$ cat config.mk
export PLATFORM = sky130hd
export DESIGN_NAME = rf_read_top
export DESIGN_NICKNAME = d
export VERILOG_FILES = /design/src/design/rf_pkg.sv /design/src/design/issue_slot_if.sv /design/src/design/operand_select.sv /design/src/design/reg_array.sv /design/src/design/rf_read_top.sv /design/src/design/rf_stage.sv /design/src/design/stable_counter.sv
export SDC_FILE = /design/constraint.sdc
export NUM_CORES = 2
export LEC_CHECK = 0
export BUFFER_PORTS_ARGS = -buffer_cell sky130_fd_sc_hd__buf_4
export CAP_MARGIN = 20
export CORE_UTILIZATION = 25
export CTS_BUF_LIST = sky130_fd_sc_hd__clkbuf_2
export DETAILED_ROUTE_END_ITERATION = 8
export PLACE_DENSITY = 0.36
export SYNTH_ARGS = -nofsm -noshare
export SYNTH_HDL_FRONTEND = slang
export SYNTH_SLANG_ARGS = --single-unit
$ cat constraint.sdc
create_clock -name clk -period 4.9 [get_ports clk]
set_clock_uncertainty 0.2 [all_clocks]
set_input_delay 0.735 -clock clk [delete_from_list [all_inputs] [get_ports clk]]
set_output_delay 0.735 -clock clk [all_outputs]
set_load 0.01 [all_outputs]
$ cat src/design/rf_pkg.sv
// register-read stage package: data widths, micro-op encodings and micro-op layout
`default_nettype none

package rf_pkg;

    localparam int xlen       = 32;
    localparam int reg_count  = 32;
    localparam int reg_addr_w = 5;
    localparam int exp_w      = 7;

    // instruction class of a micro-op
    typedef enum logic [2:0] {
        itype_alu  = 3'd0,
        itype_mem  = 3'd1,
        itype_br   = 3'd2,
        itype_misc = 3'd3
    } itype_e;

    // first operand source, only honoured for alu uops
    typedef enum logic [1:0] {
        src1_rf    = 2'd0,
        src1_pc    = 2'd1,
        src1_zero  = 2'd2,
        src1_cntid = 2'd3
    } src1_e;

    // second operand source
    typedef enum logic [1:0] {
        src2_rf   = 2'd0,
        src2_imm  = 2'd1,
        src2_cntl = 2'd2,
        src2_cnth = 2'd3
    } src2_e;

    // 15-bit micro-op, op is decoded further down the pipe
    typedef struct packed {
        itype_e     itype;
        src1_e      src1;
        src2_e      src2;
        logic [7:0] op;
    } uop_t;

endpackage

`default_nettype wire

$ cat src/design/issue_slot_if.sv
// issue slot bundle: one slot's micro-op, register indices, pc, exception and immediate
`timescale 1ns/10ps
`default_nettype none

interface issue_slot_if
    import rf_pkg::*;
();

    logic                  en;
    uop_t                  uop;
    logic [reg_addr_w-1:0] rd;
    logic [reg_addr_w-1:0] rj;
    logic [reg_addr_w-1:0] rk;
    logic [xlen-1:0]       pc;
    logic [xlen-1:0]       pc_next;
    logic [exp_w-1:0]      exp;
    logic [xlen-1:0]       imm;

    modport issue (output en, uop, rd, rj, rk, pc, pc_next, exp, imm);

    modport stage (input en, uop, rd, rj, rk, pc, pc_next, exp, imm);

endinterface

`default_nettype wire

$ cat src/design/operand_select.sv
// operand select: picks a slot's two source operands from the register file, pc, imm or counter
`timescale 1ns/10ps
`default_nettype none

module operand_select
    import rf_pkg::*;
(
    input  wire uop_t            uop,
    input  wire logic [xlen-1:0] rf_a,
    input  wire logic [xlen-1:0] rf_b,
    input  wire logic [xlen-1:0] pc,
    input  wire logic [xlen-1:0] imm,
    input  wire logic [63:0]     count,
    output logic      [xlen-1:0] src_a,
    output logic      [xlen-1:0] src_b
);

    always_comb begin
        src_a = rf_a;
        src_b = rf_b;
        // source fields only mean something for alu uops
        if (uop.itype == itype_alu) begin
            case (uop.src1)
                src1_rf:    src_a = rf_a;
                src1_pc:    src_a = pc;
                src1_zero:  src_a = '0;
                // no counter id yet
                src1_cntid: src_a = '0;
                default:    src_a = rf_a;
            endcase
            case (uop.src2)
                src2_rf:   src_b = rf_b;
                src2_imm:  src_b = imm;
                src2_cntl: src_b = count[31:0];
                src2_cnth: src_b = count[63:32];
                default:   src_b = rf_b;
            endcase
        end
    end

endmodule

`default_nettype wire

$ cat src/design/reg_array.sv
// register array: 32 words, two write ports, four forwarding read ports, r0 hardwired to zero
`timescale 1ns/10ps
`default_nettype none

module reg_array
    import rf_pkg::*;
(
    input  wire logic                       clk,

    input  wire logic                       wb0_en,
    input  wire logic [reg_addr_w-1:0]      wb0_addr,
    input  wire logic [xlen-1:0]            wb0_data,
    input  wire logic                       wb1_en,
    input  wire logic [reg_addr_w-1:0]      wb1_addr,
    input  wire logic [xlen-1:0]            wb1_data,

    input  wire logic [3:0][reg_addr_w-1:0] raddr,
    output logic      [3:0][xlen-1:0]       rdata
);

    logic [xlen-1:0] mem [reg_count];

    // port 1 is the younger write, so it goes last and wins on a clash
    always_ff @(posedge clk) begin
        if (wb0_en && wb0_addr != '0) begin
            mem[wb0_addr] <= wb0_data;
        end
        if (wb1_en && wb1_addr != '0) begin
            mem[wb1_addr] <= wb1_data;
        end
    end

    // same-cycle writes are forwarded, port 1 first
    always_comb begin
        for (int i = 0; i < 4; i++) begin
            if (raddr[i] == '0) begin
                rdata[i] = '0;
            end else if (wb1_en && wb1_addr == raddr[i]) begin
                rdata[i] = wb1_data;
            end else if (wb0_en && wb0_addr == raddr[i]) begin
                rdata[i] = wb0_data;
            end else begin
                rdata[i] = mem[raddr[i]];
            end
        end
    end

endmodule

`default_nettype wire

$ cat src/design/rf_read_top.sv
// register-read top: bundles both issue slots and joins the stage with the stable counter
`timescale 1ns/10ps
`default_nettype none

module rf_read_top
    import rf_pkg::*;
(
    input  wire logic                  clk,
    input  wire logic                  rstn,
    input  wire logic                  stall,

    input  wire logic                  wb0_en,
    input  wire logic [reg_addr_w-1:0] wb0_addr,
    input  wire logic [xlen-1:0]       wb0_data,
    input  wire logic                  wb1_en,
    input  wire logic [reg_addr_w-1:0] wb1_addr,
    input  wire logic [xlen-1:0]       wb1_data,

    input  wire logic                  s0_en,
    input  wire uop_t                  s0_uop,
    input  wire logic [reg_addr_w-1:0] s0_rd,
    input  wire logic [reg_addr_w-1:0] s0_rj,
    input  wire logic [reg_addr_w-1:0] s0_rk,
    input  wire logic [xlen-1:0]       s0_pc,
    input  wire logic [xlen-1:0]       s0_pc_next,
    input  wire logic [exp_w-1:0]      s0_exp,
    input  wire logic [xlen-1:0]       s0_imm,

    input  wire logic                  s1_en,
    input  wire uop_t                  s1_uop,
    input  wire logic [reg_addr_w-1:0] s1_rd,
    input  wire logic [reg_addr_w-1:0] s1_rj,
    input  wire logic [reg_addr_w-1:0] s1_rk,
    input  wire logic [xlen-1:0]       s1_pc,
    input  wire logic [xlen-1:0]       s1_pc_next,
    input  wire logic [exp_w-1:0]      s1_exp,
    input  wire logic [xlen-1:0]       s1_imm,

    output logic                       ex0_en,
    output uop_t                       ex0_uop,
    output logic      [reg_addr_w-1:0] ex0_rd,
    output logic      [reg_addr_w-1:0] ex0_rj,
    output logic      [reg_addr_w-1:0] ex0_rk,
    output logic      [xlen-1:0]       ex0_pc,
    output logic      [xlen-1:0]       ex0_pc_next,
    output logic      [exp_w-1:0]      ex0_exp,
    output logic      [xlen-1:0]       ex0_imm,
    output logic      [xlen-1:0]       ex0_src1,
    output logic      [xlen-1:0]       ex0_src2,

    output logic                       ex1_en,
    output uop_t                       ex1_uop,
    output logic      [reg_addr_w-1:0] ex1_rd,
    output logic      [reg_addr_w-1:0] ex1_rj,
    output logic      [reg_addr_w-1:0] ex1_rk,
    output logic      [xlen-1:0]       ex1_pc,
    output logic      [xlen-1:0]       ex1_pc_next,
    output logic      [exp_w-1:0]      ex1_exp,
    output logic      [xlen-1:0]       ex1_imm,
    output logic      [xlen-1:0]       ex1_src1,
    output logic      [xlen-1:0]       ex1_src2
);

    logic [63:0] count;

    issue_slot_if slot0 ();
    issue_slot_if slot1 ();

    assign slot0.en      = s0_en;
    assign slot0.uop     = s0_uop;
    assign slot0.rd      = s0_rd;
    assign slot0.rj      = s0_rj;
    assign slot0.rk      = s0_rk;
    assign slot0.pc      = s0_pc;
    assign slot0.pc_next = s0_pc_next;
    assign slot0.exp     = s0_exp;
    assign slot0.imm     = s0_imm;

    assign slot1.en      = s1_en;
    assign slot1.uop     = s1_uop;
    assign slot1.rd      = s1_rd;
    assign slot1.rj      = s1_rj;
    assign slot1.rk      = s1_rk;
    assign slot1.pc      = s1_pc;
    assign slot1.pc_next = s1_pc_next;
    assign slot1.exp     = s1_exp;
    assign slot1.imm     = s1_imm;

    stable_counter i_stable_counter (
        .clk   (clk),
        .rstn  (rstn),
        .count (count)
    );

    rf_stage i_rf_stage (
        .clk         (clk),
        .rstn        (rstn),
        .stall       (stall),
        .slot0       (slot0.stage),
        .slot1       (slot1.stage),
        .count       (count),
        .wb0_en      (wb0_en),
        .wb0_addr    (wb0_addr),
        .wb0_data    (wb0_data),
        .wb1_en      (wb1_en),
        .wb1_addr    (wb1_addr),
        .wb1_data    (wb1_data),
        .ex0_en      (ex0_en),
        .ex0_uop     (ex0_uop),
        .ex0_rd      (ex0_rd),
        .ex0_rj      (ex0_rj),
        .ex0_rk      (ex0_rk),
        .ex0_pc      (ex0_pc),
        .ex0_pc_next (ex0_pc_next),
        .ex0_exp     (ex0_exp),
        .ex0_imm     (ex0_imm),
        .ex0_src1    (ex0_src1),
        .ex0_src2    (ex0_src2),
        .ex1_en      (ex1_en),
        .ex1_uop     (ex1_uop),
        .ex1_rd      (ex1_rd),
        .ex1_rj      (ex1_rj),
        .ex1_rk      (ex1_rk),
        .ex1_pc      (ex1_pc),
        .ex1_pc_next (ex1_pc_next),
        .ex1_exp     (ex1_exp),
        .ex1_imm     (ex1_imm),
        .ex1_src1    (ex1_src1),
        .ex1_src2    (ex1_src2)
    );

endmodule

`default_nettype wire

$ cat src/design/rf_stage.sv
// register-read stage: reads operands for both issue slots and registers them toward execute
`timescale 1ns/10ps
`default_nettype none

module rf_stage
    import rf_pkg::*;
(
    input  wire logic                  clk,
    input  wire logic                  rstn,
    input  wire logic                  stall,

    issue_slot_if.stage                slot0,
    issue_slot_if.stage                slot1,
    input  wire logic [63:0]           count,

    input  wire logic                  wb0_en,
    input  wire logic [reg_addr_w-1:0] wb0_addr,
    input  wire logic [xlen-1:0]       wb0_data,
    input  wire logic                  wb1_en,
    input  wire logic [reg_addr_w-1:0] wb1_addr,
    input  wire logic [xlen-1:0]       wb1_data,

    output logic                       ex0_en,
    output uop_t                       ex0_uop,
    output logic      [reg_addr_w-1:0] ex0_rd,
    output logic      [reg_addr_w-1:0] ex0_rj,
    output logic      [reg_addr_w-1:0] ex0_rk,
    output logic      [xlen-1:0]       ex0_pc,
    output logic      [xlen-1:0]       ex0_pc_next,
    output logic      [exp_w-1:0]      ex0_exp,
    output logic      [xlen-1:0]       ex0_imm,
    output logic      [xlen-1:0]       ex0_src1,
    output logic      [xlen-1:0]       ex0_src2,

    output logic                       ex1_en,
    output uop_t                       ex1_uop,
    output logic      [reg_addr_w-1:0] ex1_rd,
    output logic      [reg_addr_w-1:0] ex1_rj,
    output logic      [reg_addr_w-1:0] ex1_rk,
    output logic      [xlen-1:0]       ex1_pc,
    output logic      [xlen-1:0]       ex1_pc_next,
    output logic      [exp_w-1:0]      ex1_exp,
    output logic      [xlen-1:0]       ex1_imm,
    output logic      [xlen-1:0]       ex1_src1,
    output logic      [xlen-1:0]       ex1_src2
);

    logic [3:0][reg_addr_w-1:0] raddr;
    logic [3:0][xlen-1:0]       rdata;
    logic [xlen-1:0]            sel0_a;
    logic [xlen-1:0]            sel0_b;
    logic [xlen-1:0]            sel1_a;
    logic [xlen-1:0]            sel1_b;

    // read ports 0/1 serve slot 0, ports 2/3 serve slot 1
    assign raddr[0] = slot0.rj;
    assign raddr[1] = slot0.rk;
    assign raddr[2] = slot1.rj;
    assign raddr[3] = slot1.rk;

    reg_array i_reg_array (
        .clk      (clk),
        .wb0_en   (wb0_en),
        .wb0_addr (wb0_addr),
        .wb0_data (wb0_data),
        .wb1_en   (wb1_en),
        .wb1_addr (wb1_addr),
        .wb1_data (wb1_data),
        .raddr    (raddr),
        .rdata    (rdata)
    );

    operand_select i_opsel0 (
        .uop   (slot0.uop),
        .rf_a  (rdata[0]),
        .rf_b  (rdata[1]),
        .pc    (slot0.pc),
        .imm   (slot0.imm),
        .count (count),
        .src_a (sel0_a),
        .src_b (sel0_b)
    );

    operand_select i_opsel1 (
        .uop   (slot1.uop),
        .rf_a  (rdata[2]),
        .rf_b  (rdata[3]),
        .pc    (slot1.pc),
        .imm   (slot1.imm),
        .count (count),
        .src_a (sel1_a),
        .src_b (sel1_b)
    );

    // stall holds every output, writeback is not affected
    always_ff @(posedge clk) begin
        if (!rstn) begin
            ex0_en      <= 1'b0;
            ex0_uop     <= '0;
            ex0_rd      <= '0;
            ex0_rj      <= '0;
            ex0_rk      <= '0;
            ex0_pc      <= '0;
            ex0_pc_next <= '0;
            ex0_exp     <= '0;
            ex0_imm     <= '0;
            ex0_src1    <= '0;
            ex0_src2    <= '0;
            ex1_en      <= 1'b0;
            ex1_uop     <= '0;
            ex1_rd      <= '0;
            ex1_rj      <= '0;
            ex1_rk      <= '0;
            ex1_pc      <= '0;
            ex1_pc_next <= '0;
            ex1_exp     <= '0;
            ex1_imm     <= '0;
            ex1_src1    <= '0;
            ex1_src2    <= '0;
        end else if (!stall) begin
            ex0_en      <= slot0.en;
            ex0_uop     <= slot0.uop;
            ex0_rd      <= slot0.rd;
            ex0_rj      <= slot0.rj;
            ex0_rk      <= slot0.rk;
            ex0_pc      <= slot0.pc;
            ex0_pc_next <= slot0.pc_next;
            ex0_exp     <= slot0.exp;
            ex0_imm     <= slot0.imm;
            ex0_src1    <= sel0_a;
            ex0_src2    <= sel0_b;
            ex1_en      <= slot1.en;
            ex1_uop     <= slot1.uop;
            ex1_rd      <= slot1.rd;
            ex1_rj      <= slot1.rj;
            ex1_rk      <= slot1.rk;
            ex1_pc      <= slot1.pc;
            ex1_pc_next <= slot1.pc_next;
            ex1_exp     <= slot1.exp;
            ex1_imm     <= slot1.imm;
            ex1_src1    <= sel1_a;
            ex1_src2    <= sel1_b;
        end
    end

endmodule

`default_nettype wire

$ cat src/design/stable_counter.sv
// stable counter: free-running 64-bit timer readable as an alu operand
`timescale 1ns/10ps
`default_nettype none

module stable_counter (
    input  wire logic        clk,
    input  wire logic        rstn,
    output logic      [63:0] count
);

    // keeps running through stalls
    always_ff @(posedge clk) begin
        if (!rstn) begin
            count <= '0;
        end else begin
            count <= count + 64'd1;
        end
    end

endmodule

`default_nettype wire

After elaboration in Yosys (flattened, before gate mapping). Memories as Yosys holds them, arrays and structs flattened. Index checks and enable logic that the tools add are counted.

Flip-flop bits (word level): 460. Bits in latches: 0. RAM bits: 1024. ROM bits: 0. Bits of input ports: 347. Output and inout bits: 396. Word-level logic and storage cells: 99. Memories: 1.

Add/subtract/negate cells: 1. $mul: 0. Divide/modulo/power cells: 0. $lt $le $gt $ge: 0. Equality and inequality tests: 20. Shifts and indexed selects: 0. Muxes and demuxes: 24. Bitwise gates (word level): 0. Reductions and logical operators: 24.

Memories: i_rf_stage.i_reg_array.mem (words 32, width 32, read ports 4, clocked after memory_dff 0, wr ports 2, RTL line reg_array.sv:21) `logic [xlen-1:0] mem [reg_count];`.

Operators with widths (number): $mux 32 (16); $pmux 32 s4 (2); $pmux 32 s3 (2); $add 64x1->64 const B (1); $eq 5x5->1 (8); $logic_not 5->1 (4); $eq 2x2->1 const B (8); $logic_and 1x1->1 (10); $reduce_bool 5->1 (2); $eq 2x1->1 const B (4); $logic_not 2->1 (4); $logic_not 3->1 (2); $mux 1 (4); $reduce_or 2->1 (2).

Longest topological paths before layout.
Depth after elaboration: 7. Depth in mapped cells: 10. Mapped depth without buffers: 6.

Hierarchy. From an unflattened synthesis, not the netlist that was laid out.

Cells, all modules: 7443. Area, all modules: 99703.1 um2.

By module, submodules not included: reg_array (times used 1, cells an instance 5518, area an instance 79253.5 um2); rf_stage (times used 1, cells an instance 1276, area an instance 15055.7 um2); stable_counter (times used 1, cells an instance 341, area an instance 2894.0 um2); operand_select (times used 2, cells an instance 154, area an instance 1249.9 um2).

Least setup slack after synthesis. No wires, ideal clock.

Path type: in2reg. From: in wb0_addr[2]. To: mem i_rf_stage.i_reg_array.mem[4][0], enable pin. Arrival time: 3.784 ns. Slack: 0.446 ns. Stages: 4. Buffers on the path: 1. Path through: clkbuf_1 nor2b_1 nand3b_1 o31ai_1.

RTL lines: from (decl) (RTL line rf_read_top.sv:13) `input wire logic [reg_addr_w-1:0] wb0_addr,`; to (decl) (RTL line reg_array.sv:21).

Final worst setup path.
From: in wb0_en. To: reg i_rf_stage.ex1_src2[31].

Cells in the longest elaborated chain, start to end: 6.

RTL lines: from (decl) (RTL line rf_read_top.sv:12) `input wire logic wb0_en,`; $logic_and 1x1->1 (*) (RTL line reg_array.sv:40) `end else if (wb0_en && wb0_addr == raddr[i]) begin`; $mux 32 (*) (RTL line reg_array.sv:40); $mux 32 (*) (RTL line reg_array.sv:38) `end else if (wb1_en && wb1_addr == raddr[i]) begin`; $mux 32 (*) (RTL line reg_array.sv:36) `if (raddr[i] == '0) begin`; $pmux 32 s4 (RTL line operand_select.sv:31) `case (uop.src2)`; $mux 32 (*) (RTL line operand_select.sv:22) `if (uop.itype == itype_alu) begin`; to (signal assigned) (RTL line rf_stage.sv:142) `ex1_src2 <= sel1_b;`; to (decl) (RTL line rf_stage.sv:45) `output logic [xlen-1:0] ex1_src2`.

Mark *: on every way between the ends. The rest lies on a longest branch, timed or not. A chain may end at the register's enable or synchronous reset.

==> flow_metrics.tcl <==
set metrics [dict create \
    timing.hold.ws_ns 0.179 \
    drt_iter0_markers 12380 \
    areaGrowthSynthToFinish_pct 33.1 \
    drc 0 \
    yosysSeqAreaShare 0.413 \
    combPwrFrac 0.234 \
    tritoncts "done" \
    overflow 0 \
    synthCells 8271 \
    ys_types 69 \
    grt_pass1_vias 91643 \
    end_kind "flip-flop" \
    swShare 0.357 \
    worst_pin_slew_ns 1.24 \
    cts_buffers 462 \
    critical_path_arrival_ns 6.84 \
    drtAntennaViolNets 0 \
    synth_most_common_cell "edfxtp_1" \
    yosys_most_used_dff "edfxtp_1" \
    max_freq_mhz 200 \
    required_ns 6.75 \
    finalSetupViolCount 5 \
    slew_viol_final 0 \
    cts.sinks 1484 \
    rsz0062_at_grt "false" \
    fp.dieArea_sq_um 389000 \
    slowest_stage "dlygate4sd3_1" \
    synth_common_cells "1024 x edfxtp_1, 752 x mux2_2, 736 x mux4_2, 717 x clkbuf_1, 707 x mux2i_1" \
    grt_start_max_net_pins 87 \
    internal_power_mw 21.3 \
    yosysTopAreaCellShare 0.318 \
    wl_per_cell_microns 41.4 \
    hpwl_microns 425000 \
    die_h_microns 624 \
    fp.coreArea_sq_um 385000 \
    port-buffer-count 742 \
    io_pins 743 \
    die_width_microns 624 \
    fin_ws_ns -0.0913 \
    async_flop_share 0 \
    p_leak_nw 47.1 \
    post-cts-setup-buffers 0 \
    root_buffer "clkbuf_2" \
    start_util 0.251 \
    fillCellCount 38969 \
    syn_area_sq_um 96700 \
    nets 10650 \
    worstSetupPathType "input port to flip-flop" \
    cp_max_fo 8 \
    startpoint_type "input port" \
    place_inst 13591 \
    std_cell_rows 228 \
    cts_buffer_depth 4 \
    status "complete, but fails checks" \
    clockPowerShare 0.330 \
    yosysTopAreaCell "edfxtp_1" \
    relSlewSlack 0.167 \
    htree_levels 5 \
    vdd_drop_max_uv 170 \
    ys_top_cells_by_area "edfxtp_1 32%, mux4_2 17%, dfxtp_1 9.5%, mux2_2 8.8%, mux2i_1 7.3%" \
    drt_pass1_iterations 8 \
    fin_crit_ns 4.99 \
    use_met3 0.0970 \
    cpPeakStageDelay_ns 1.26 \
    seq_power_share 0.436 \
    hold_viol_final 0 \
    grt_pass1_wl_microns 860000 \
    post_cts_resized 0 \
    drive_gt1_frac 0.333 \
    synth_edf_count 1024 \
    vias 93822 \
    synth_seq_cells 1484 \
    grt_util_met2 0.498 \
    holdPathStages 6 \
    cts.clk_slew.worst_paths_ns 0.12 \
    power.density_nw_per_um2 257 \
    r2r_cells 10 \
    wl_microns 657000 \
    syn_avg_cell_area_sq_um 11.7 \
    grtUsageMet1 0.406 \
    violations "negative setup slack" \
    hp-class "input port to flip-flop" \
    grt_usage 0.326 \
    clock_latency_ns 2.24 \
    max_cap_violations 0 \
    antenna_found_initial 95 \
    gp_congestion 0.936 \
    net-switching-power_mw 11.8 \
    busiest_layer "met2" \
    yosys_warnings 0 \
    fin_crit_sh 1.02 \
    cpMostUsedCell "dlygate4sd3_1" \
    final_cells 15883 \
    via_per_inst 5.91 \
    path_cells "dlygate4sd3_1, buf_4, dlygate4sd3_1, nand2_1, dlygate4sd3_1, nor2_4, dlygate4sd3_1, buf_4, dlygate4sd3_1, nand3_1, dlygate4sd3_1, a31oi_1, dlygate4sd3_1" \
]
-- cell usage in the layout, fill, tap and decap left out, types with 311 or more instances in the layout --
cell / count
dlygate4sd3_1: 1372
buf_4: 1066
edfxtp_1: 1024
mux2_2: 752
mux4_2: 736
mux2i_1: 707
o21ai_0: 673
clkbuf_2: 670
nand2_1: 661
dfxtp_1: 460
nor2_1: 311
-- power groups by stage --
stage / logic [mW] / registers (mW) / clock network [mW]
3_3_place_gp: 6.36 / 14.7 / 0
5_1_grt: 7.93 / 14.4 / 11.8
2_1_floorplan: 3.27 / 14.5 / 0
6_report: 7.76 / 14.4 / 10.9
4_1_cts: 7.57 / 14.4 / 11.2
3_5_place_dp: 6.37 / 14.7 / 0
-- routing by layer --
layer | up-vias | wire [microns]
li1 | 36893 | -
met1 | 48591 | 254000
met2 | 6757 | 287000
met3 | 1553 | 70500
met4 | 28 | 45500
met5 | - | 188
-- state kept, by name (all words and copies together), names as in the netlist, 7 cells and up --
signal	flops
i_rf_stage.ex0_imm	32
i_rf_stage.i_reg_array.mem	1024
i_rf_stage.ex1_src2	32
i_rf_stage.ex1_uop	15
i_rf_stage.ex1_pc	32
i_stable_counter.count	64
i_rf_stage.ex0_exp	7
i_rf_stage.ex0_pc_next	32
i_rf_stage.ex0_src1	32
i_rf_stage.ex0_src2	32
i_rf_stage.ex1_imm	32
i_rf_stage.ex0_pc	32
i_rf_stage.ex0_uop	15
i_rf_stage.ex1_pc_next	32
i_rf_stage.ex1_src1	32
i_rf_stage.ex1_exp	7
-- layout make-up --
| cell class | instances | area [sq um] | share of cell area |
|---|---|---|---|
| Timing Repair Buffer | 2583 | 24600 | 0.191 |
| Tap cell | 5175 | 6470 | 0.0503 |
| Clock inverter | 167 | 896 | 0.00696 |
| Multi-Input combinational cell | 5726 | 53200 | 0.413 |
| Inverter | 45 | 180 | 0.00140 |
| Antenna cell | 33 | 82.6 | 0.000642 |
| Clock buffer | 670 | 3350 | 0.0261 |
| Sequential cell | 1484 | 40000 | 0.310 |
-- path summary, 6_finish.rpt --
kind	end	from	slack, ns
setup reg to reg	i_rf_stage.ex1_src1[6]	i_rf_stage.i_reg_array.mem[11][6]	0.67
hold / removal	i_rf_stage.ex1_src1[18]	s1_pc[18]	0.18
hold reg to reg	i_rf_stage.ex0_pc[27]	i_rf_stage.ex0_pc[27]	0.31
setup / recovery	i_rf_stage.ex1_src2[31]	wb0_en	-0.09
-- kinds of logic (layout without fill, tap and decap cells) --
group | Yosys count | after routing | share of synthesized area
muxes | 2195 | 2195 | 0.332
AOI/OAI and AO/OA | 1969 | 1969 | 0.133
DFF | 1484 | 1484 | 0.413
and+or+nand+nor | 1460 | 1460 | 0.0678
buffers and inverters | 1092 | 3465 | 0.0472
xor gates and xnor gates | 69 | 69 | 0.00625
adders and majority gates | 1 | 1 | 0.000129
other | 1 | 65 | 0.0000388
-- critical path: cells and delay by family --
family / cells / cell delay [ns]
simple gates: 3 / 0.30
compound gates: 1 / 0.12
buf+inv: 9 / 5.65
-- repair_timing --
item,CTS,global route
hold endpoints to repair,2476,0
hold buffers,1423,0
setup endpoints to repair,0,8
-- through the flow --
| step | util | setup TNS (ns) | instance area (sq um) | total power [mW] | setup WS [ns] |
|---|---|---|---|---|---|
| floorplan | - | 0 | 96800 | 17.7 | 0.446 |
| global placement | 0.284 | 0 | 110000 | 21.0 | 0.749 |
| detailed placement | 0.284 | 0 | 110000 | 21.1 | 0.778 |
| CTS | 0.334 | 0 | 129000 | 33.2 | 0.0883 |
| global route | 0.334 | 0 | 129000 | 34.2 | 0.0451 |
| finish | 0.334 | -0.301 | 129000 | 33.1 | -0.0913 |
(Power assumes the default switching activity.)
